File: src/hw/hash2qid_pkg.sv
package hash2qid_pkg;

    // ================================================
    // Widths
    // ================================================

    // Queue id and RSS entropy share one width
    localparam int QID_WID   = 12;

    // Function select, entropy bits 11:10
    localparam int FUNC_WID  = 2;
    localparam int NUM_FUNCS = 4;

    // Table index, entropy bits 6:0
    localparam int IDX_WID   = 7;

    // Bit positions inside the entropy field
    localparam int ENT_FUNC_LSB = 10;
    localparam int ENT_IDX_LSB  = 0;

    // ================================================
    // Register map
    // ================================================

    localparam int REG_ADDR_WID = 10;

    // Address bit 9 picks table entry or base queue id
    localparam int REG_REGION_BIT = 9;

    // Table write address is {function, index}
    localparam int TBL_ADDR_WID = FUNC_WID + IDX_WID;
    localparam int TBL_DEPTH    = NUM_FUNCS << IDX_WID;

    typedef enum logic {
        REGION_TABLE = 1'b0,
        REGION_BASE  = 1'b1
    } reg_region_e;

endpackage
File: src/hw/hash2qid_in_stage.sv
`timescale 1ns/1ps

module hash2qid_in_stage
    import hash2qid_pkg::*;
#(
    parameter int DATA_WID = 64
) (
    input  logic                  core_clk,
    input  logic                  arst_n,

    input  logic                  in_valid,
    input  logic [DATA_WID-1:0]   in_data,
    input  logic                  in_last,
    input  logic                  in_rss_enable,
    input  logic [QID_WID-1:0]    in_rss_entropy,

    output logic                  s1_valid,
    output logic [DATA_WID-1:0]   s1_data,
    output logic                  s1_last,
    output logic                  s1_sop,
    output logic                  s1_rss_enable,
    output logic [QID_WID-1:0]    s1_entropy
);

    // Next valid beat starts a packet
    logic sop_pending;

    always_ff @(posedge core_clk or negedge arst_n) begin
        if (!arst_n) begin
            sop_pending <= 1'b1;
            s1_valid    <= 1'b0;
            s1_sop      <= 1'b0;
        end else begin
            s1_valid <= in_valid;
            s1_sop   <= in_valid & sop_pending;
            if (in_valid) begin
                sop_pending <= in_last;
            end
        end
    end

    // Beat payload, metadata only kept from the first beat
    always_ff @(posedge core_clk) begin
        s1_data       <= in_data;
        s1_last       <= in_last;
        s1_rss_enable <= sop_pending ? in_rss_enable  : 1'b0;
        s1_entropy    <= sop_pending ? in_rss_entropy : '0;
    end

endmodule

File: config.mk
export PLATFORM = sky130hd
export DESIGN_NAME = hash2qid_in_stage
export DESIGN_NICKNAME = d
export VERILOG_FILES = /design/src/hw/hash2qid_pkg.sv /design/src/hw/hash2qid_in_stage.sv
export SDC_FILE = /design/constraint.sdc
export NUM_CORES = 1
export LEC_CHECK = 0
export BUFFER_PORTS_ARGS = -buffer_cell sky130_fd_sc_hd__buf_2
export CAP_MARGIN = 10
export CORE_ASPECT_RATIO = 1.1
export CORE_MARGIN = 3
export CORE_UTILIZATION = 30
export DETAILED_ROUTE_END_ITERATION = 8
export PLACE_DENSITY = 0.67
export SYNTH_ARGS = -nofsm -noshare
export SYNTH_HDL_FRONTEND = slang
export SYNTH_SLANG_ARGS = --single-unit
File: constraint.sdc
create_clock -name core_clk -period 1.04 [get_ports core_clk]
set_clock_uncertainty 0.15 [all_clocks]
set_input_delay 0.312 -clock core_clk [delete_from_list [all_inputs] [get_ports core_clk]]
set_output_delay 0.312 -clock core_clk [all_outputs]
set_load 0.02 [all_outputs]
==> flow_summary.yaml <==
cells_and_area:
  n_antenna_cell: 0
  regArea_sq_um: 1740
  final_area_sq_um: 4090
  multi_input_area_sq_um: 111
  final_cell_count_no_fill: 416
  n_fill_cell: 360
  layout.nets: 417
  drive_gt1_share_pct: 78.3
  syn_to_final_growth_pct: 133
global_route:
  grt_pass1_wl_microns: 9650
  antenna_found_initial: 0
  grt-ovfl-total: 0
  track_usage_pct: 19.5
  grt_pass1_vias: 1913
  grt_max_degree: 16
power:
  p_clk_share_pct: 30.0
  peakVddDrop_mv: 1.04
  powerDensity_nw_per_um2: 1560
  p_int_mw: 4.80
  netSwitchingFraction_pct: 24.6
  power_frac_comb_pct: 16.4
  seqPwrFrac_pct: 53.6
  power_leakage_nw: 1.92
  p_switching_mw: 1.57
logic_synthesis:
  synthCells: 97
  synthSimpleGateAreaFrac_pct: 5.69
  synth_top_family_by_area: "simple AND/OR/NAND/NOR gates"
  ys_seq_elements: 81
  avgSynthCellArea_sq_um: 18.1
  muxShareOfSynthArea_pct: 0.640
  synth_compound_area_share_pct: 0
  synth_xor_xnor_area_share_pct: 0
  yosysWarningCount: 0
  synthesis.nets: 178
  synth.distinct_cells: 7
  synth.cell_area_sq_um: 1760
  ys_seq_area_share_pct: 93.0
  synthAdderAreaFrac_pct: 0
die:
  io_pins: 161
  die_w_microns: 79.0
  rows: 28
  dieHeight_microns: 86.3
  dieArea_sq_um: 6820
  start_util_pct: 31.8
  core_area_sq_um: 5540
clock_network:
  cts.sinks: 81
  ctsLongestPathBuffers: 2
  htreeDepth: 3
  clk_pin_slew_ns: 0.08
  numCtsBuffers: 9
  clockRootBuffer: "clkbuf_8"
  cts_tree: "done"
  worstSkewPairLatency_ns: 0.33
worst_setup_path:
  path_buf_inv: 1
  crit_type: "reg2out"
  crit_arrival_ns: 0.85
  startpoint_type: "flop"
  path_cells: "buf_6"
  worstSetupEndpointType: "primary output"
  cp_max_fo: 1
  cp.depth: 1
  cpMaxStageDelayCell: "dfrtp_1"
  cp.required_ns: 0.58
  ff2ff_path_depth: 2
  critPathMaxStageDelay_ns: 0.39
  path_delay_family: "flip-flops"
run:
  maxCapViolCount: 0
drt:
  routed.top_layer: "met4"
  wire_per_inst_microns: 15.5
  drcViolationCount: 0
  wl_met2_microns: 3580
  dr_wl_met3_microns: 816
  drt-initial-drc-count: 27
  via_per_inst: 3.94
  dr.pass1.iters: 4
  drtAntennaViolNets: 0
  drt-total-wl_microns: 6450
  routed-via-count: 1638
  m1WireLength_microns: 1890
sta:
  fmax_mhz: 761
  rsz0062_at_grt: "true"
  setup_violations: 80
  tns_ns: -15.99
  period_minus_slack_ns: 1.31
  slew_viol_final: 0
  hold_violations: 0
  fin_ws_ns: -0.274
  slew_headroom_pct: 93.2
  period_share_pct: 126
  worst-slew-pin-transition_ns: 0.102
placement:
  place_inst: 331
  placed_area_sq_um: 2640
  io_buffers: 160
  gp_congestion: 0.686
  dp_hpwl_microns: 3260
status:
  violations: "negative setup slack"
  status: "finished with violations"
worst_hold_path:
  hold_class: "in2reg"
  whs_path_depth: 2
placed cells by master, fill, tap and decap left out, drive strengths merged:
master	Yosys	layout
clkbuf	0	10
clkinvlp	0	2
dfxtp	78	78
dfrtp	2	2
and2	14	14
buf	1	162
dfstp	1	1
clkinv	0	4
dlygate4sd3	0	67
mux2	1	1
final cells by class:
| class | count | share of cell area, % |
|---|---|---|
| Clock buffer | 10 | 3.12 |
| Multi-Input combinational cell | 15 | 2.72 |
| Tap cell | 75 | 2.29 |
| Sequential cell | 81 | 42.4 |
| Timing Repair Buffer | 229 | 48.6 |
| Clock inverter | 6 | 0.856 |
what timing repair did:
item	in CTS	in global routing
hold endpoints to repair	69	0
setup endpoints to repair	80	94
setup buffers	0	2
hold buffers	67	0
resized for setup	238	2
power by group through the flow:
| stage | Combinational [mW] | Clock [mW] | Sequential, mW |
|---|---|---|---|
| floorplan | 0.0469 | 0 | 3.64 |
| detailed placement | 0.597 | 0 | 3.41 |
| global placement | 0.591 | 0 | 3.40 |
| finish | 1.05 | 1.91 | 3.41 |
| CTS | 0.997 | 1.96 | 3.41 |
| global route | 1.10 | 2.11 | 3.43 |
cells in the mapped netlist (all sizes together):
| cell type | n | share of area, % |
|---|---|---|
| buf | 1 | 0.64 |
| dfrtp | 2 | 2.8 |
| mux2 | 1 | 0.64 |
| dfxtp | 78 | 89 |
| dfstp | 1 | 1.5 |
| and2 | 14 | 5.7 |
worst paths after layout:
check | start | end | slack, ns
min reg2reg | sop_pending | s1_entropy[0] | 0.44
min in group asynchronous | arst_n | s1_valid | 0.14
max reg2reg | sop_pending | s1_entropy[10] | 0.01
min | in_rss_entropy[8] | s1_entropy[8] | 0.03
max | s1_sop | s1_sop | -0.27
max in group asynchronous | arst_n | sop_pending | 0.41
metal layers:
layer  vias up  global-route usage [%]
met1       747                    16.0
met4         0                    9.84
li1        772                       -
met3        14                    10.4
met5         -                       0
met2       105                    36.9
state kept, by name, indices dropped and copies added (netlist names):
name and flops:
s1_entropy 12, s1_data 64, s1_rss_enable 1, s1_last 1
sop_pending 1, s1_valid 1, s1_sop 1
logic make-up after synthesis:
logic type | count (synthesis)
buffers and inverters | 1
DFF | 81
muxes | 1
and+or+nand+nor | 14
per-stage QoR:
step | power, mW | setup WS (ns) | hold slack [ns] | util (%)
3_5_place_dp | 4.00 | 0.0276 | -0.0372 | 47.8
2_1_floorplan | 3.69 | 0.0772 | -0.134 | -
4_1_cts | 6.37 | -0.293 | 0.0109 | 73.6
3_3_place_gp | 3.99 | 0.0379 | -0.0422 | 47.8
6_report | 6.37 | -0.274 | 0.0342 | 74.0
5_1_grt | 6.64 | -0.325 | 0.00730 | 74.0
Note: power is estimated with default switching activity, not from simulation.
