===== src/hw/hash2qid_pkg.sv =====
package hash2qid_pkg;

    // ================================================
    // Widths
    // ================================================

    // Queue id and RSS entropy share one width
    localparam int QID_WID   = 12;

    // Function select, entropy bits 11:10
    localparam int FUNC_WID  = 2;
    localparam int NUM_FUNCS = 4;

    // Table index, entropy bits 6:0
    localparam int IDX_WID   = 7;

    // Bit positions inside the entropy field
    localparam int ENT_FUNC_LSB = 10;
    localparam int ENT_IDX_LSB  = 0;

    // ================================================
    // Register map
    // ================================================

    localparam int REG_ADDR_WID = 10;

    // Address bit 9 picks table entry or base queue id
    localparam int REG_REGION_BIT = 9;

    // Table write address is {function, index}
    localparam int TBL_ADDR_WID = FUNC_WID + IDX_WID;
    localparam int TBL_DEPTH    = NUM_FUNCS << IDX_WID;

    typedef enum logic {
        REGION_TABLE = 1'b0,
        REGION_BASE  = 1'b1
    } reg_region_e;

endpackage

===== src/hw/hash2qid_regs.sv =====
`timescale 1ns/1ps

module hash2qid_regs
    import hash2qid_pkg::*;
(
    input  logic                                core_clk,
    input  logic                                arst_n,

    // Plain write strobe from software
    input  logic                                reg_wr_en,
    input  logic [REG_ADDR_WID-1:0]             reg_wr_addr,
    input  logic [QID_WID-1:0]                  reg_wr_data,

    // Base queue id per function, level signals
    output logic [NUM_FUNCS-1:0][QID_WID-1:0]   base_qid,

    // Forwarded table write
    output logic                                tbl_wr_en,
    output logic [TBL_ADDR_WID-1:0]             tbl_wr_addr,
    output logic [QID_WID-1:0]                  tbl_wr_data
);

    reg_region_e           wr_region;
    logic [FUNC_WID-1:0]   base_sel;
    logic                  base_wr;
    logic                  tbl_wr;

    // ================================================
    // Address decode
    // ================================================

    assign wr_region = reg_region_e'(reg_wr_addr[REG_REGION_BIT]);
    assign base_sel  = reg_wr_addr[FUNC_WID-1:0];

    always_comb begin
        base_wr = 1'b0;
        tbl_wr  = 1'b0;
        if (reg_wr_en) begin
            case (wr_region)
                REGION_BASE:  base_wr = 1'b1;
                REGION_TABLE: tbl_wr  = 1'b1;
                default:      ;
            endcase
        end
    end

    // ================================================
    // Base queue ids
    // ================================================

    always_ff @(posedge core_clk or negedge arst_n) begin
        if (!arst_n) begin
            base_qid <= '0;
        end else if (base_wr) begin
            base_qid[base_sel] <= reg_wr_data;
        end
    end

    // ================================================
    // Table write forwarding
    // ================================================

    // Strobe is one cycle, memory sees it on the next edge
    always_ff @(posedge core_clk or negedge arst_n) begin
        if (!arst_n) begin
            tbl_wr_en <= 1'b0;
        end else begin
            tbl_wr_en <= tbl_wr;
        end
    end

    // Address and data only matter while tbl_wr_en is high
    always_ff @(posedge core_clk) begin
        if (tbl_wr) begin
            tbl_wr_addr <= reg_wr_addr[TBL_ADDR_WID-1:0];
            tbl_wr_data <= reg_wr_data;
        end
    end

endmodule


===== config.mk =====
export PLATFORM = sky130hd
export DESIGN_NAME = hash2qid_regs
export DESIGN_NICKNAME = d
export VERILOG_FILES = /design/src/hw/hash2qid_pkg.sv /design/src/hw/hash2qid_regs.sv
export SDC_FILE = /design/constraint.sdc
export NUM_CORES = 1
export LEC_CHECK = 0
export BUFFER_PORTS_ARGS = -buffer_cell sky130_fd_sc_hd__buf_2
export CAP_MARGIN = 20
export CORE_MARGIN = 2
export CORE_UTILIZATION = 40
export CTS_BUF_LIST = sky130_fd_sc_hd__clkbuf_4 sky130_fd_sc_hd__clkbuf_8 sky130_fd_sc_hd__clkbuf_16
export CTS_CLUSTER_SIZE = 28
export DETAILED_ROUTE_END_ITERATION = 10
export HOLD_SLACK_MARGIN = 0.05
export PLACE_DENSITY = 0.63
export SLEW_MARGIN = 20
export SYNTH_ARGS = -nofsm -noshare
export SYNTH_HDL_FRONTEND = slang
export SYNTH_SLANG_ARGS = --single-unit

===== constraint.sdc =====
create_clock -name core_clk -period 2.05 [get_ports core_clk]
set_clock_uncertainty 0.15 [all_clocks]
set_input_delay 0 -clock core_clk [delete_from_list [all_inputs] [get_ports core_clk]]
set_output_delay 0 -clock core_clk [all_outputs]
set_load 0.005 [all_outputs]

==> results of run 1 <==
[power groups by stage]
stage,sequential (W),combinational (W),clock (W)
global placement,0.00180,0.000562,0
floorplan,0.00183,0.000205,0
global route,0.00182,0.000655,0.00104
detailed placement,0.00181,0.000570,0
finish,0.00178,0.000591,0.000939
CTS,0.00179,0.000604,0.000975
[per-layer routing]
metal / wire (um) / up-vias / track usage
met1: 2410 / 770 / 0.223
met4: 89 / 0 / 0.0671
li1: - / 727 / -
met5: 0 / - / 0
met2: 2280 / 73 / 0.240
met3: 449 / 11 / 0.0596
[placed cells by master (no fill, tap or decap), drive strengths merged]
| cell | netlist | layout |
|---|---|---|
| dlygate4sd3 | 0 | 22 |
| nand4b | 2 | 2 |
| buf | 4 | 99 |
| edfxtp | 21 | 21 |
| dfrtp | 49 | 49 |
| and2b | 1 | 1 |
| nand4 | 1 | 1 |
| mux2 | 48 | 48 |
| and4bb | 1 | 1 |
| clkbuf | 0 | 13 |
| clkinv | 0 | 2 |
[critical path: cells and delay by family]
kind	cells	cell delay (ps)
buffers and inverters	2	670
and+or+nand+nor	1	480
muxes	1	360
[cell families after synthesis]
group	synth area share
buf+inv	0.0166
flops	0.747
mux	0.217
simple gates	0.0191
[state kept, by name, indices dropped and copies added (netlist names)]
register	cells
tbl_wr_en	1
tbl_wr_data	12
base_qid	48
tbl_wr_addr	9
[metrics by stage]
stage                     power (W)  worst slack [ps]  instances   util
after detailed placement    0.00238               790        297  0.512
after floorplan             0.00204               917        127      -
after CTS                   0.00337               593        334  0.576
final                       0.00331               598        334  0.576
after global routing        0.00351               531        334  0.576
after global placement      0.00237               817        297  0.512
[area by class of cell]
cell class	instances	area (um2)
multi-input cells	53	588
clock inverters	2	10.0
clock buffers	13	154
well taps	75	93.8
flip-flops and latches	70	1860
repair buffers	121	728
fillers	495	2520
[path summary, 6_finish.rpt]
| check | startpoint | to | slack (ps) | cells past startpoint |
|---|---|---|---|---|
| setup / recovery | reg_wr_addr[0] | base_qid[8] | 600 | 4 |
| hold / removal | reg_wr_en | tbl_wr_en | 120 | 3 |
| setup reg to reg | base_qid[30] | base_qid[30] | 1130 | 1 |
| hold reg to reg | base_qid[39] | base_qid[39] | 350 | 1 |
| max in group asynchronous | arst_n | base_qid[4] | 1150 | 3 |
| min in group asynchronous | arst_n | base_qid[44] | 160 | 3 |
==> results.json, run 1 <==
{
  "status": "completed",
  "grt_pass1_wl_um": 8820,
  "first_global_vias": 1712,
  "grtUsageTotal": 0.164,
  "clockPowerShare": 0.283,
  "timing.fmax_mhz": 689,
  "overflow": 0,
  "drt_first_iter_violations": 37,
  "cp_slowest_cell": "dlygate4sd3_1",
  "ios": 95,
  "clock_latency_ps": 320,
  "vdd_drop_max_mv": 0.492,
  "area_delta_synth_final_pct": 38.0,
  "worstMarginPinSlew_ps": 636,
  "htree_levels": 3,
  "post-route-min-period_ps": 1450,
  "clk_pin_slew_ps": 70,
  "synth_top_area_share": 0.493,
  "tns_ps": 0,
  "hold_viol": 0,
  "die_height_um": 82.8,
  "hold_path_class": "in2reg",
  "crit_path_max_incr_delay_ps": 530,
  "drv_cap": 0,
  "numPortBuffers": 94,
  "final_area_um2": 3430,
  "layout-drive-gt1-share": 0.629,
  "yosys-top-cells-count": "dfrtp_1, mux2_2, edfxtp_1, buf_6, nand4b_1",
  "clockBufferDepth": 2,
  "antenna_found_initial": 0,
  "synthCells": 127,
  "core-area_um2": 5960,
  "hold_buffers": 22,
  "wl_um": 5230,
  "synth-seq-area-share": 0.747,
  "setup_viol": 0,
  "gp_congestion": 0.680,
  "numClockSinks": 70,
  "cp-end-kind": "flop",
  "synth.avg_cell_area_um2": 19.6,
  "placed_cell_area_um2": 3050,
  "pwr-share-seq": 0.538,
  "leakagePower_nw": 1.59,
  "die-area_um2": 6860,
  "p_switching_w": 0.000792,
  "ys_ff_latch": 70,
  "ant_nets": 0,
  "wire_per_inst_um": 15.7,
  "firstDrtPassIters": 4,
  "cp.required_ps": 2110,
  "cp.arrival_ps": 1510,
  "cts_tree": "built",
  "numCtsBuffers": 9,
  "num_rows": 28,
  "pwr-share-comb": 0.178,
  "synthesis.nets": 152,
  "crit_chain": "dlygate4sd3_1 > buf_2 > and4bb_4 > mux2_2",
  "dp_hpwl_um": 3250,
  "yosysTopAreaCell": "dfrtp_1",
  "synthFlopType": "dfrtp_1",
  "syn-cell-area_um2": 2490,
  "num_vias": 1581,
  "fin_nets": 280,
  "drc": 0,
  "grt_max_degree": 50,
  "cp_max_fo": 12,
  "swShare": 0.239,
  "synthTopCellsByArea": "dfrtp_1, edfxtp_1, mux2_2",
  "grt_setup_unrepaired": "false",
  "ys_warn_count": 0,
  "cts-root-buf": "clkbuf_8",
  "fin_crit_sh": 0.708,
  "antenna_cells": 0,
  "initial_core_util": 0.417,
  "async_flop_share": 0.700,
  "yosysUniqueCellTypes": 9,
  "power-per-cell-area_nw_per_um2": 966,
  "holdWs_ps": 121,
  "synth_most_common_cell": "dfrtp_1",
  "startpoint_type": "primary input",
  "timing.final.max_slew_violations": 0,
  "worst-setup-path-type": "in2reg",
  "via_per_inst": 4.73,
  "die_w_um": 82.8,
  "slew_headroom": 0.576,
  "ctsResizeCount": 0,
  "synth_enable_flop_cells": 21,
  "postCtsSetupRepairBufs": 0,
  "internal_power_w": 0.00252
}
Note: power is estimated with default switching activity, not from simulation.
==> inputs of run 2 (changes only) <==
Clock period 2.05 ns to 1.4 ns, I/O delays scaled along.
==> results.json, run 2 (synthesized netlist as in run 1, its figures left out) <==
{
  "status": "completed",
  "htree_levels": 3,
  "core-area_um2": 5960,
  "tns_ps": 0,
  "wire_per_inst_um": 15.9,
  "ctsResizeCount": 0,
  "holdPathEnd": "tbl_wr_en",
  "grtUsageTotal": 0.164,
  "final_cell_mix": "buf_2, dfrtp_1, mux2_2",
  "wl_um": 5350,
  "cp-end-kind": "async pin",
  "worstMarginPinSlew_ps": 551,
  "reg2reg_slack_ps": 480,
  "r2r_start": "base_qid[17]",
  "clock_latency_ps": 320,
  "antenna_cells": 0,
  "first_global_vias": 1690,
  "numCtsBuffers": 9,
  "drt_first_iter_violations": 40,
  "initial_core_util": 0.417,
  "antenna_found_initial": 0,
  "setup_viol": 0,
  "top_register": "base_qid",
  "die-area_um2": 6860,
  "timing.final.max_slew_violations": 0,
  "cts_tree": "built",
  "drc": 0,
  "hold_path_class": "in2reg",
  "area_delta_synth_final_pct": 41.2,
  "grt_max_degree": 38,
  "vdd_drop_max_mv": 0.705,
  "gp_congestion": 0.682,
  "overflow": 0,
  "post-route-min-period_ps": 1260,
  "whs_path_depth": 3,
  "fin_total_pwr_w": 0.00499,
  "timing.fmax_mhz": 795,
  "largest_reg_flops": 48,
  "num_vias": 1559,
  "cp_max_fo": 12,
  "dp_hpwl_um": 3380,
  "ant_nets": 0,
  "post-route-worst-setup-slack_ps": 141,
  "numPortBuffers": 94,
  "clk_pin_slew_ps": 70,
  "mostFrequentLayoutCell": "buf_2",
  "firstDrtPassIters": 2,
  "fin_crit_sh": 0.899,
  "grt_setup_unrepaired": "false",
  "startpoint_type": "primary input",
  "drv_cap": 0,
  "cp.required_ps": 1670,
  "grt_pass1_wl_um": 8690,
  "numClockSinks": 70,
  "leakagePower_nw": 1.62,
  "dp.cells": 297,
  "slew_headroom": 0.632,
  "postCtsSetupRepairBufs": 0,
  "die_w_um": 82.8,
  "num_rows": 28,
  "ios": 95,
  "cp.arrival_ps": 1530,
  "finalNonFillerCells": 336,
  "clockBufferDepth": 2,
  "hold_viol": 0,
  "rr_endpoint": "base_qid[17]",
  "fin_nets": 282,
  "die_height_um": 82.8,
  "rr_worst_depth": 1,
  "via_per_inst": 4.64,
  "cts-root-buf": "clkbuf_8",
  "layout-drive-gt1-share": 0.625,
  "worstHoldStart": "reg_wr_en",
  "dpl_worst_slack_ps": 142,
  "power-per-cell-area_nw_per_um2": 1420,
  "holdWs_ps": 72.5,
  "worst-setup-path-type": "in2async",
  "largestRegisters": "base_qid x48, tbl_wr_data x12, tbl_wr_addr x9"
}
-- run 2: layout make-up --
cell class / count / area (um2)
Timing Repair Buffer: 123 / 786
Tap cell: 75 / 93.8
Clock inverter: 1 / 5.00
Fill cell: 496 / 2450
Sequential cell: 70 / 1860
Multi-Input combinational cell: 53 / 588
Clock buffer: 14 / 180
-- run 2: stage by stage --
| stage | instance area [um2] | utilization |
|---|---|---|
| 5_1_grt | 3510 | 0.589 |
| 3_5_place_dp | 3080 | 0.518 |
| 2_1_floorplan | 2490 | - |
| 6_report | 3510 | 0.589 |
| 3_3_place_gp | 3080 | 0.518 |
| 4_1_cts | 3510 | 0.589 |
-- run 2: critical path, stage by stage --
cell	delay [ps]
dlygate4sd3_1	520
buf_2	110
dlygate4sd3_1	900
-- run 2: repair_timing --
action                                 CTS  global route
hold buffers                            24             0
setup endpoints to repair                0             0
endpoints found under the hold margin  118             0
-- run 2: routing by layer --
| layer | vias to the layer above | global-route usage | wire [um] |
|---|---|---|---|
| li1 | 729 | - | - |
| met1 | 759 | 0.207 | 2380 |
| met2 | 67 | 0.254 | 2470 |
| met3 | 4 | 0.0636 | 466 |
| met4 | 0 | 0.0715 | 36 |
| met5 | - | 0 | 0 |
-- run 2: worst max-delay path by stage --
stage | startpoint | end | depth (start not counted)
CTS | arst_n | base_qid[43] | 3
global placement | reg_wr_addr[0] | base_qid[3] | 3
global route | arst_n | base_qid[43] | 3
finish | arst_n | base_qid[43] | 3
floorplan | reg_wr_addr[9] | tbl_wr_addr[0] | 1
detailed placement | reg_wr_addr[0] | base_qid[8] | 3
-- run 2: report_power, final --
part           leakage (nW)  total [W]  internal (W)  switching, W
Sequential            0.786    0.00262       0.00246      0.000155
Clock                0.0994    0.00149      0.000818      0.000675
Combinational         0.739   0.000886      0.000537      0.000349
==> inputs of run 3 (changes only) <==
Settings changed: REMOVE_ABC_BUFFERS set to 1.
==> results.json, run 3 (synthesized netlist as in run 1, its figures left out) <==
{
  "grtUsageTotal": 0.162,
  "startpoint_type": "primary input",
  "die-area_um2": 6860,
  "cp_slowest_cell": "dlygate4sd3_1",
  "top_register": "base_qid",
  "cts_tree": "built",
  "ant_nets": 0,
  "area_delta_synth_final_pct": 42.5,
  "largest_reg_flops": 48,
  "hold_path_class": "in2reg",
  "drv_cap": 0,
  "crit_chain": "dlygate4sd3_1 > buf_2 > and4bb_4 > mux2_2",
  "first_global_vias": 1651,
  "grt_setup_unrepaired": "false",
  "clock_latency_ps": 330,
  "cp_num_cells": 4,
  "antenna_cells": 0,
  "fin_nets": 282,
  "cp_max_fo": 12,
  "post-route-min-period_ps": 1360,
  "holdWs_ps": 92.0,
  "drt_first_iter_violations": 51,
  "overflow": 0,
  "worst-setup-path-type": "in2reg",
  "cts-root-buf": "clkbuf_8",
  "cp.required_ps": 1460,
  "core-area_um2": 5960,
  "cp_num_buf_inv": 2,
  "timing.final.max_slew_violations": 0,
  "htree_levels": 3,
  "hold_viol": 0,
  "die_height_um": 82.8,
  "firstDrtPassIters": 5,
  "layout-drive-gt1-share": 0.625,
  "postCtsSetupRepairBufs": 0,
  "worstMarginPinSlew_ps": 221,
  "die_w_um": 82.8,
  "crit_path_max_incr_delay_ps": 520,
  "wl_um": 5370,
  "ios": 95,
  "numClockSinks": 70,
  "numCtsBuffers": 9,
  "whs_path_depth": 3,
  "wire_per_inst_um": 16.0,
  "drc": 0,
  "final_cell_mix": "buf_2, dfrtp_1, mux2_2",
  "initial_core_util": 0.417,
  "cp.arrival_ps": 1410,
  "mostFrequentLayoutCell": "buf_2",
  "power-per-cell-area_nw_per_um2": 1460,
  "leakagePower_nw": 1.64,
  "antenna_found_initial": 0,
  "cp-end-kind": "flop",
  "num_rows": 28,
  "clockBufferDepth": 2,
  "grt_max_degree": 37,
  "numPortBuffers": 94,
  "timing.fmax_mhz": 738,
  "crit_family": "buffers and inverters",
  "status": "completed",
  "via_per_inst": 4.70,
  "gp_congestion": 0.718,
  "register_area_um2": 1860,
  "slew_headroom": 0.853,
  "clk_pin_slew_ps": 70,
  "largestRegisters": "base_qid x48, tbl_wr_data x12, tbl_wr_addr x9",
  "n_fill_cell": 477,
  "rr_worst_depth": 1,
  "grt_pass1_wl_um": 8570,
  "setup_viol": 0,
  "dp_hpwl_um": 3460,
  "tns_ps": 0,
  "fin_crit_sh": 0.968,
  "vdd_drop_max_mv": 0.800,
  "multiInputGateArea_um2": 588,
  "num_vias": 1578
}
run 3: power breakdown:
| group | internal [W] | switching [W] | total [W] |
|---|---|---|---|
| Clock | 0.000973 | 0.000689 | 0.00166 |
| Combinational | 0.000540 | 0.000357 | 0.000897 |
| Sequential | 0.00246 | 0.000152 | 0.00261 |
| Total | 0.00397 | 0.00120 | 0.00517 |
run 3: path summary, 6_finish.rpt:
check,start,endpoint,slack (ps)
worst max register to register,base_qid[21],base_qid[21],480
max in group asynchronous,arst_n,base_qid[2],170
min in group asynchronous,arst_n,base_qid[28],480
worst min register to register,base_qid[30],base_qid[30],350
worst max-delay path,reg_wr_en,base_qid[6],40
worst min-delay path,reg_wr_addr[9],tbl_wr_en,90
run 3: cell type report:
| type | instances | share of cell area |
|---|---|---|
| well taps | 75 | 0.0265 |
| multi-input cells | 53 | 0.166 |
| repair buffers | 123 | 0.226 |
| clock inverters | 1 | 0.00847 |
| clock buffers | 14 | 0.0491 |
| flip-flops and latches | 70 | 0.524 |
run 3: what timing repair did:
action                                  4_1_cts  5_1_grt
hold buffers                                 24        0
gates resized for setup                       0        1
endpoints found under the setup margin        0       36
endpoints found under the hold margin       119        0
run 3: worst min-delay path, delay by kind of cell:
kind	cells	cell delay, ps
buffers and inverters	2	290
AND/OR/NAND/NOR	1	220
run 3: per-stage QoR:
stage | total power (W) | area (um2) | worst slack [ps] | instances | utilization
final | 0.00517 | 3540 | 44.7 | 336 | 0.595
after global routing | 0.00545 | 3540 | 22.8 | 336 | 0.595
after CTS | 0.00522 | 3540 | 47.2 | 336 | 0.595
after detailed placement | 0.00351 | 3100 | 144 | 297 | 0.520
after global placement | 0.00349 | 3100 | 163 | 297 | 0.520
after floorplan | 0.00298 | 2440 | 267 | 123 | -
run 3: per-layer routing:
layer / track usage / wire, um / share of wire / up-vias
met2: 0.239 / 2290 / 0.43 / 73
met1: 0.219 / 2570 / 0.48 / 769
met5: 0 / 0 / 0 / -
met3: 0.0686 / 447 / 0.083 / 6
li1: - / - / - / 730
met4: 0.0492 / 62 / 0.012 / 0
