<file path="src/hw/hash2qid_pkg.sv">
package hash2qid_pkg;

    // ================================================
    // Widths
    // ================================================

    // Queue id and RSS entropy share one width
    localparam int QID_WID   = 12;

    // Function select, entropy bits 11:10
    localparam int FUNC_WID  = 2;
    localparam int NUM_FUNCS = 4;

    // Table index, entropy bits 6:0
    localparam int IDX_WID   = 7;

    // Bit positions inside the entropy field
    localparam int ENT_FUNC_LSB = 10;
    localparam int ENT_IDX_LSB  = 0;

    // ================================================
    // Register map
    // ================================================

    localparam int REG_ADDR_WID = 10;

    // Address bit 9 picks table entry or base queue id
    localparam int REG_REGION_BIT = 9;

    // Table write address is {function, index}
    localparam int TBL_ADDR_WID = FUNC_WID + IDX_WID;
    localparam int TBL_DEPTH    = NUM_FUNCS << IDX_WID;

    typedef enum logic {
        REGION_TABLE = 1'b0,
        REGION_BASE  = 1'b1
    } reg_region_e;

endpackage
</file>
<file path="src/hw/hash2qid_out_stage.sv">
`timescale 1ns/1ps

module hash2qid_out_stage
    import hash2qid_pkg::*;
#(
    parameter int DATA_WID = 64
) (
    input  logic                  core_clk,
    input  logic                  arst_n,

    input  logic                  s3_valid,
    input  logic [DATA_WID-1:0]   s3_data,
    input  logic                  s3_last,
    input  logic                  s3_sop,
    input  logic [QID_WID-1:0]    s3_qid,

    output logic                  out_valid,
    output logic [DATA_WID-1:0]   out_data,
    output logic                  out_last,
    output logic                  out_rss_enable,
    output logic [QID_WID-1:0]    out_rss_entropy
);

    // Queue id of the packet in progress
    logic [QID_WID-1:0] qid_hold;
    logic [QID_WID-1:0] qid_cur;

    // First beat uses its own result directly
    assign qid_cur = s3_sop ? s3_qid : qid_hold;

    always_ff @(posedge core_clk) begin
        if (s3_valid && s3_sop) begin
            qid_hold <= s3_qid;
        end
    end

    // ================================================
    // Output register
    // ================================================

    always_ff @(posedge core_clk or negedge arst_n) begin
        if (!arst_n) begin
            out_valid      <= 1'b0;
            out_rss_enable <= 1'b0;
        end else begin
            out_valid <= s3_valid;
            if (s3_valid) begin
                out_rss_enable <= 1'b1;
            end
        end
    end

    always_ff @(posedge core_clk) begin
        out_data        <= s3_data;
        out_last        <= s3_last;
        out_rss_entropy <= qid_cur;
    end

endmodule

</file>
<file path="config.mk">
export PLATFORM = sky130hd
export DESIGN_NAME = hash2qid_out_stage
export DESIGN_NICKNAME = d
export VERILOG_FILES = /design/src/hw/hash2qid_pkg.sv /design/src/hw/hash2qid_out_stage.sv
export SDC_FILE = /design/constraint.sdc
export NUM_CORES = 1
export LEC_CHECK = 0
export ABC_AREA = 1
export BUFFER_PORTS_ARGS = -buffer_cell sky130_fd_sc_hd__buf_2
export CAP_MARGIN = 20
export CORE_ASPECT_RATIO = 1.25
export CORE_MARGIN = 2
export CORE_UTILIZATION = 36
export CTS_BUF_LIST = sky130_fd_sc_hd__clkbuf_8
export DETAILED_ROUTE_END_ITERATION = 8
export GPL_ROUTABILITY_DRIVEN = 0
export PLACE_DENSITY = 0.76
export SYNTH_ARGS = -nofsm -noshare
export SYNTH_HDL_FRONTEND = slang
export SYNTH_SLANG_ARGS = --single-unit
</file>
<file path="constraint.sdc">
create_clock -name core_clk -period 0.8 [get_ports core_clk]
set_clock_uncertainty 0.05 [all_clocks]
set_input_delay 0.08 -clock core_clk [delete_from_list [all_inputs] [get_ports core_clk]]
set_output_delay 0.08 -clock core_clk [all_outputs]
set_load 0.05 [all_outputs]
</file>
==> results of run 1 <==
==> what timing repair did <==
action / CTS / global route
endpoints found under the setup margin: 79 / 80
endpoints found under the hold margin: 92 / 0
hold buffers: 80 / 0
gates resized for setup: 271 / 33
buffers inserted: 1 / 1
==> routing by layer <==
layer	up-vias	GRT usage, %	wire, um	part of all wire (%)
met1	909	20.0	2340	30
met2	106	42.1	4650	59
met3	21	8.52	590	7.5
met5	-	0	0	0
li1	916	-	-	-
met4	0	8.95	258	3.3
==> final timing paths <==
check | start | endpoint | cells after the start
min | s3_valid | out_rss_enable | 3
min in group asynchronous | arst_n | out_valid | 3
max | out_rss_enable | out_rss_enable | 1
min reg2reg | qid_hold[6] | out_rss_entropy[6] | 2
max in group asynchronous | arst_n | out_rss_enable | 3
max reg2reg | out_rss_enable | out_rss_enable | 3
==> synth_stat cells (all sizes together) <==
library cell / n / area (um^2)
dfxtp: 77 / 1540
nand2: 37 / 139
edfxtp: 12 / 360
buf: 2 / 18.8
dfrtp: 2 / 50.1
inv: 2 / 7.50
or2: 1 / 6.26
==> final cells by class <==
cell class                      instances  area [um^2]  share of cell area, %
Timing Repair Buffer                  243         2380                   49.0
Sequential cell                        91         2050                   42.2
Clock buffer                           11          151                   3.12
Multi-Input combinational cell         38          148                   3.04
Tap cell                               66         82.6                   1.70
Clock inverter                          5         35.0                  0.721
Inverter                                2         7.51                  0.155
Antenna cell                            1         2.50                 0.0515
==> layout by cell type, fill, tap and decap left out <==
cell / count
dlygate4sd3_1: 80
buf_2: 80
dfxtp_2: 77
buf_8: 68
nand2_1: 37
buf_6: 12
edfxtp_1: 12
clkbuf_8: 11
buf_4: 3
inv_2: 2
inv_6: 2
clkinv_2: 2
diode_2: 1
or2_4: 1
clkinvlp_4: 1
dfrtp_2: 1
dfrtp_1: 1
==> tightest hold or removal path, stage by stage <==
cell	delay (ns)
buf_2	0.10
buf_4	0.11
or2_4	0.11
==> cells by family after synthesis <==
logic type | count (synthesis) | share of synthesized area (%)
flip-flops | 91 | 91.9
buffers and inverters | 4 | 1.24
AND/OR/NAND/NOR | 38 | 6.84
==> state kept, by name, indices dropped and copies added, names as in the netlist <==
| name | flops |
|---|---|
| out_data | 64 |
| qid_hold | 12 |
| out_rss_entropy | 12 |
| out_rss_enable | 1 |
| out_last | 1 |
| out_valid | 1 |
==> power by group through the flow <==
stage               registers [uW]  logic (uW)  clock network [uW]
floorplan                     5880        72.4                   0
global placement              5050        1310                   0
detailed placement            5060        1330                   0
CTS                           5080        1980                2900
global route                  5140        2180                3170
finish                        5110        2110                2920
==> through the flow <==
stage	utilization, %	setup WS [ns]	instances
finish	84.6	-0.244	457
global route	84.6	-0.280	457
CTS	82.3	-0.250	455
detailed placement	52.3	-0.00510	358
global placement	52.3	-0.000689	358
floorplan	-	-0.117	133
==> metrics.md, run 1 <==
| Metric | Value |
|---|---|
| P_sw | `2890 uW` |
| WP data arrival | `0.91 ns` |
| Initial core utilization | `37.0%` |
| Startpoint Class | `register` |
| Least-Margin Pin Slew | `0.242 ns` |
| RSZ-0062 raised after global routing | `yes` |
| Final WL | `7830 um` |
| Die Ht | `89.9 um` |
| Placed inst area | `3000 um^2` |
| Total gr overflow | `0` |
| Leak | `0.00224 uW` |
| Antenna-violating nets left | `0` |
| Proportion of layout cells with a drive suffix above 1 | `66.7%` |
| Min-delay worst type | `in2reg` |
| DRC | `0` |
| Max Slew Vio Count | `0` |
| Syn Area/Cell | `16.0 um^2` |
| Inserted Clock Buffers | `9` |
| PwrDens | `2090 nW/um^2` |
| Final period utilization | `131%` |
| Slew Limit Headroom | `83.8%` |
| Full die area | `6530 um^2` |
| Post-DP HPWL | `3460 um` |
| Initial detailed-routing violation count | `79` |
| Core Rows | `31` |
| Synth Register Bits | `91` |
| Total power | `10100 uW` |
| Post-synthesis cell type count | `9` |
| I/O pin cnt | `160` |
| Pint | `7250 uW` |
| WL/cell | `17.1 um` |
| Root buffer cell | `clkbuf_8` |
| Htree depth | `3` |
| Fill cell count | `288` |
| Final Net Count | `466` |
| MaxCap Viol Count | `0` |
| Setup violators final | `80` |
| Peak supply drop | `0.00203 V` |
| Post-Synthesis Cells | `133` |
| Worst setup path class | `reg2out` |
| Clock Sinks | `91` |
| Port bufs | `159` |
| Critical-path cell list | `buf_6` |
| Via/cell ratio | `4.27` |
| Slowest Stage Delay on Critical Path | `0.42 ns` |
| CORE AREA | `5740 um^2` |
| Endpoint type of the worst setup path | `output port` |
| WHS | `0.0342 ns` |
| Max Fanout on Critical Path | `2` |
| Via Count | `1952` |
| Clk buf depth | `2` |
| CP bufs+invs | `1` |
| Mapped cell area | `2120 um^2` |
| Violated checks | `setup timing` |
| DR pass1 iterations | `4` |
| GRT Util Overall | `22.2%` |
| Fin. Hold Viols | `0` |
| Setup TNS | `-13.01 ns` |
| Final min period | `1.04 ns` |
| Status | `finished with violations` |
| Crit path max-delay cell type | `dfrtp_2` |
| Sequential-to-total area share from yosys stat | `91.9%` |
| Clock slew seen by the registers of the worst setup and hold paths | `0.09 ns` |
| Clock power share | `28.8%` |
| Vias in the first global route | `2139` |
| Flop pwr share | `50.4%` |
| Delay-heaviest family, CP | `flip-flops` |
| Die width | `72.7 um` |
| Setup slack, reg-to-reg | `-0.24 ns` |
| Fmax | `957 MHz` |
| Worst path required time | `0.67 ns` |
| Largest net degree at the start of global routing | `16` |
| First-pass GRT wire length | `10500 um` |
| Design Area, Final | `4860 um^2` |
| Worst skew pair latency | `0.34 ns` |
| Yosys warning total | `0` |
| Initial antenna violation count | `1` |
| CTS tree | `yes` |
| Final worst slack | `-0.244 ns` |
| Sw Share | `28.5%` |
| Logic pwr share | `20.8%` |
| Mapped Nets | `214` |
| Layout area overhead | `129%` |
(Power assumes the default switching activity.)
==> run 2, diff against run 1 <==
==> constraint.sdc (replaced) <==
create_clock -name core_clk -period 0.8 [get_ports core_clk]
set_clock_uncertainty 0.05 [all_clocks]
set_input_delay 0.12 -clock core_clk [delete_from_list [all_inputs] [get_ports core_clk]]
set_output_delay 0.12 -clock core_clk [all_outputs]
set_load 0.05 [all_outputs]
==> run 2 against run 1 <==
Compared with the run above: the run still ends with setup timing left; largest cell class unchanged; count of clock-buffer cells in the layout fell by 1; worst hold slack improved by 0.039 ns; critical endpoint unchanged; critical path depth did not move; clock power rose by 8.2%; critical path type unchanged; largest power group unchanged; register-to-register slack improved by 0.12 ns.
==> metrics.md, run 2 (synthesis gave the netlist of run 1 again) <==
| Metric | Value |
|---|---|
| Crit path max-delay cell type | `dfrtp_2` |
| Least-Margin Pin Slew | `0.200 ns` |
| Antenna-violating nets left | `0` |
| Core Rows | `31` |
| P_sw | `2920 uW` |
| Final period utilization | `136%` |
| GRT Util Overall | `23.6%` |
| Fill cell count | `277` |
| Logic pwr share | `20.3%` |
| Htree depth | `3` |
| Commonest cells after routing, fill and taps aside | `buf_2, dlygate4sd3_1, dfxtp_2` |
| Final Non-Filler Cells | `455` |
| Slew Limit Headroom | `86.6%` |
| Setup slack, reg-to-reg | `-0.12 ns` |
| Die width | `72.7 um` |
| Proportion of layout cells with a drive suffix above 1 | `66.8%` |
| Final Net Count | `464` |
| Multi-input gate area | `150 um^2` |
| Max Fanout on Critical Path | `2` |
| Initial core utilization | `37.0%` |
| WP data arrival | `0.92 ns` |
| Via Count | `1993` |
| DRC | `0` |
| CORE AREA | `5740 um^2` |
| Biggest register | `out_data` |
| Die Ht | `89.9 um` |
| Final worst slack | `-0.286 ns` |
| Slowest Stage Delay on Critical Path | `0.42 ns` |
| Max reg flops | `64` |
| Largest net degree at the start of global routing | `16` |
| Startpoint Class | `register` |
| Full die area | `6530 um^2` |
| Placed cell count | `358` |
| Setup violators final | `80` |
| Setup TNS | `-16.31 ns` |
| I/O pin cnt | `160` |
| Clock Sinks | `91` |
| MaxCap Viol Count | `0` |
| Critical-path cell list | `buf_6` |
| Clk buf depth | `2` |
| Top flop regs | `out_data: 64 flops, out_rss_entropy: 12 flops, qid_hold: 12 flops` |
| Fmax | `921 MHz` |
| First-pass GRT wire length | `11100 um` |
| Peak supply drop | `0.00191 V` |
| Delay-heaviest family, CP | `flip-flops` |
| Via/cell ratio | `4.38` |
| Flop pwr share | `49.2%` |
| Post-DP HPWL | `3570 um` |
| Vias in the first global route | `2278` |
| RSZ-0062 raised after global routing | `yes` |
| Min-delay worst type | `in2async` |
| Clock power share | `30.4%` |
| Clock slew seen by the registers of the worst setup and hold paths | `0.09 ns` |
| Final min period | `1.09 ns` |
| Endpoint type of the worst setup path | `output port` |
| Fin. Hold Viols | `0` |
| Leak | `0.00224 uW` |
| Fin util | `84.5%` |
| Max Slew Vio Count | `0` |
| Pint | `7470 uW` |
| Most common cell after layout, fill and taps aside | `buf_2` |
| Violated checks | `setup timing` |
| PwrDens | `2140 nW/um^2` |
| Total gr overflow | `0` |
| Worst path required time | `0.63 ns` |
| CP bufs+invs | `1` |
| CTS tree | `yes` |
| Sw Share | `28.1%` |
| Initial antenna violation count | `1` |
| Status | `finished with violations` |
| Final WL | `7850 um` |
| Worst setup path class | `reg2out` |
| Worst skew pair latency | `0.34 ns` |
| Root buffer cell | `clkbuf_8` |
| Sequential Area | `2050 um^2` |
| Layout area overhead | `129%` |
| Inserted Clock Buffers | `9` |
| DR pass1 iterations | `4` |
| WL/cell | `17.2 um` |
| Initial detailed-routing violation count | `124` |
| Port bufs | `159` |
[run 2: what timing repair did]
item / in CTS / in global routing
pin swaps: 0 / 0
setup buffers: 0 / 1
gates resized for setup: 275 / 27
endpoints found under the hold margin: 93 / 0
setup endpoints to repair: 79 / 80
hold buffers: 79 / 0
[run 2: area by class of cell]
type                    count  area share, %
clock inverters             6           1.34
clock buffers              10           2.84
diodes                      1         0.0516
repair buffers            241           48.5
flip-flops and latches     91           42.2
well taps                  66           1.70
multi-input cells          38           3.09
inverters                   2          0.206
[run 2: per-layer routing]
layer	routed length [um]	share of wire [%]	vias up	global-route usage [%]
met5	0	0	-	0
met4	212	2.7	0	10.2
met3	561	7.2	17	9.53
met2	4820	61	108	46.4
met1	2260	29	954	19.0
li1	-	-	914	-
[run 2: power by group through the flow]
| stage | Sequential, uW | Combinational (uW) | Clock [uW] |
|---|---|---|---|
| 5_1_grt | 5140 | 2190 | 3410 |
| 4_1_cts | 5080 | 1990 | 3150 |
| 2_1_floorplan | 5880 | 74.9 | 0 |
| 3_5_place_dp | 5060 | 1330 | 0 |
| 3_3_place_gp | 5050 | 1320 | 0 |
| 6_report | 5110 | 2110 | 3160 |
[run 2: worst paths after layout]
path | startpoint | cells past startpoint | to
max in group asynchronous | arst_n | 2 | out_rss_enable
worst max register to register | out_rss_enable | 2 | out_rss_enable
worst min register to register | qid_hold[6] | 2 | out_rss_entropy[6]
min in group core_clk | s3_sop | 4 | out_rss_entropy[0]
worst max-delay path | out_rss_enable | 1 | out_rss_enable
worst min-delay path | arst_n | 2 | out_rss_enable
[run 2: stage by stage]
stage	cell area, um^2	setup WS (ns)	hold WS [ns]	total power [uW]
after floorplan	2130	-0.117	-0.226	5960
after global placement	3010	-0.0176	-0.145	6370
after detailed placement	3010	-0.0228	-0.144	6400
after CTS	4740	-0.303	0.00993	10200
after global routing	4850	-0.328	0.0436	10700
final	4850	-0.286	0.0728	10400
==> run 3, diff against run 2 <==
--- a/config.mk
+++ b/config.mk
@@ -10,11 +10,11 @@
 export CAP_MARGIN = 20
 export CORE_ASPECT_RATIO = 1.25
 export CORE_MARGIN = 2
-export CORE_UTILIZATION = 36
+export CORE_UTILIZATION = 43
 export CTS_BUF_LIST = sky130_fd_sc_hd__clkbuf_8
 export DETAILED_ROUTE_END_ITERATION = 8
 export GPL_ROUTABILITY_DRIVEN = 0
-export PLACE_DENSITY = 0.76
+export PLACE_DENSITY = 0.85
 export SYNTH_ARGS = -nofsm -noshare
 export SYNTH_HDL_FRONTEND = slang
 export SYNTH_SLANG_ARGS = --single-unit
==> constraint.sdc (replaced) <==
create_clock -name core_clk -period 1.35 [get_ports core_clk]
set_clock_uncertainty 0.05 [all_clocks]
set_input_delay 0.2025 -clock core_clk [delete_from_list [all_inputs] [get_ports core_clk]]
set_output_delay 0.2025 -clock core_clk [all_outputs]
set_load 0.05 [all_outputs]
==> run 3 against run 2 <==
Compared with the run above: the run now ends clean; largest cell class is now registers; sequential power is 42% lower; worst hold slack improved by 0.028 ns; critical path type is now in2reg; final area is 18% lower; clock power is 42% lower; sequential share of layout area rose by 6.9 points; combinational power shrank 53%.
==> metrics.md, run 3 (synthesis gave the netlist of run 1 again) <==
| Metric | Value |
|---|---|
| Via Count | `1911` |
| Die width | `66.9 um` |
| Fill cell count | `251` |
| Biggest register | `out_data` |
| CORE AREA | `4730 um^2` |
| Final min period | `1.31 ns` |
| GRT Util Overall | `24.0%` |
| Clock Sinks | `91` |
| WL/cell | `15.0 um` |
| Top flop regs | `out_data: 64 flops, out_rss_entropy: 12 flops, qid_hold: 12 flops` |
| CTS tree | `yes` |
| Startpoint Class | `primary input` |
| Final WL | `6680 um` |
| Core Rows | `28` |
| Least-Margin Pin Slew | `0.441 ns` |
| Initial core utilization | `44.9%` |
| Initial antenna violation count | `0` |
| Design Area, Final | `3970 um^2` |
| Fin. Hold Viols | `0` |
| Status | `complete, no violations` |
| WP data arrival | `1.26 ns` |
| Placed inst area | `2980 um^2` |
| Endpoint type of the worst setup path | `register` |
| Total gr overflow | `0` |
| Clock slew seen by the registers of the worst setup and hold paths | `0.08 ns` |
| Max Slew Vio Count | `0` |
| Peak supply drop | `0.00108 V` |
| Worst Setup SP | `s3_valid` |
| Vias in the first global route | `2015` |
| Clk buf depth | `2` |
| Initial detailed-routing violation count | `103` |
| Max Fanout on Critical Path | `12` |
| Proportion of layout cells with a drive suffix above 1 | `46.1%` |
| Crit Reg-Reg Endpoint | `out_rss_enable` |
| First-pass GRT wire length | `9220 um` |
| Die Ht | `82.6 um` |
| Htree depth | `3` |
| Setup TNS | `0 ns` |
| Max reg flops | `64` |
| Antenna-violating nets left | `0` |
| R2R cell count | `1` |
| Postcts setup bufs | `0` |
| Setup slack, reg-to-reg | `0.53 ns` |
| Final period utilization | `97.3%` |
| Post-CTS Hold Fix Bufs | `77` |
| Port bufs | `159` |
| Leak | `0.00197 uW` |
| Root buffer cell | `clkbuf_8` |
| Layout area overhead | `87.1%` |
| Slew Limit Headroom | `70.6%` |
| Placed cell count | `351` |
| DR pass1 iterations | `6` |
| Worst path required time | `1.30 ns` |
| Worst setup endpoint | `qid_hold[5]` |
| Min-delay worst type | `in2reg` |
| Fmax | `761 MHz` |
| MaxCap Viol Count | `0` |
| Worst setup path class | `in2reg` |
| Worst skew pair latency | `0.34 ns` |
| Largest net degree at the start of global routing | `17` |
| # diodes | `0` |
| RSZ-0062 raised after global routing | `no` |
| Post-DP HPWL | `3620 um` |
| Inserted Clock Buffers | `9` |
| PwrDens | `1450 nW/um^2` |
| DRC | `0` |
| WHS | `0.100 ns` |
| Via/cell ratio | `4.28` |
| I/O pin cnt | `160` |
| Full die area | `5520 um^2` |
| Final Non-Filler Cells | `446` |
| Setup violators final | `0` |
| Commonest cells after routing, fill and taps aside | `buf_2, dlygate4sd3_1, dfxtp_1` |
| Most common cell after layout, fill and taps aside | `buf_2` |
| R2R Path Start | `out_rss_enable` |
| PostCTS Resize Cnt | `0` |
| Final Net Count | `462` |
-- run 3: cell count changes in the layout (fill, tap and decap cells not counted), sizes merged --
cell | before | now
inv | 4 | 5
clkbuf | 10 | 9
buf | 162 | 160
diode | 1 | 0
-- run 3: critical path, stage by stage --
cell,delay [ns]
dlygate4sd3_1,0.53
buf_2,0.13
nand2_1,0.06
inv_1,0.34
-- run 3: routing by layer --
metal | global-route usage (%) | wire length, um | vias up
met5 | 0 | 0 | -
li1 | - | - | 907
met1 | 21.9 | 2180 | 892
met3 | 8.67 | 401 | 12
met4 | 11.4 | 125 | 0
met2 | 46.2 | 3970 | 100
-- run 3: worst min path at each step --
stage               from            endpoint  slack (ns)  depth (start not counted)
2_1_floorplan     arst_n      out_rss_enable       -0.14                          0
3_3_place_gp      arst_n      out_rss_enable       -0.06                          1
3_5_place_dp      arst_n      out_rss_enable       -0.06                          1
4_1_cts        s3_qid[2]         qid_hold[2]       0.005                          1
5_1_grt           arst_n      out_rss_enable        0.11                          2
6_report          s3_sop  out_rss_entropy[0]        0.10                          3
-- run 3: power by group --
| part | switching [uW] | total [uW] | internal [uW] | leakage (uW) |
|---|---|---|---|---|
| clock | 950 | 1820 | 870 | 0.000101 |
| sequential | 41.6 | 2940 | 2900 | 0.000783 |
| combinational | 648 | 983 | 334 | 0.00108 |
| total | 1640 | 5750 | 4110 | 0.00197 |
-- run 3: final cells by class --
type	count	area, um^2	share of cell area [%]
inverters	2	7.51	0.189
repair buffers	239	1590	40.1
clock buffers	9	124	3.12
flip-flops and latches	91	1950	49.1
clock inverters	7	75.1	1.89
multi-input cells	38	145	3.65
well taps	60	75.1	1.89
-- run 3: metrics by stage --
step / setup slack (ns) / utilization [%] / total power (uW)
after floorplan: 0.301 / - / 3530
after global placement: 0.215 / 63.1 / 3770
after detailed placement: 0.165 / 63.1 / 3790
after CTS: 0.0687 / 83.6 / 5740
after global routing: 0.00589 / 84.0 / 5960
final: 0.0358 / 84.0 / 5750
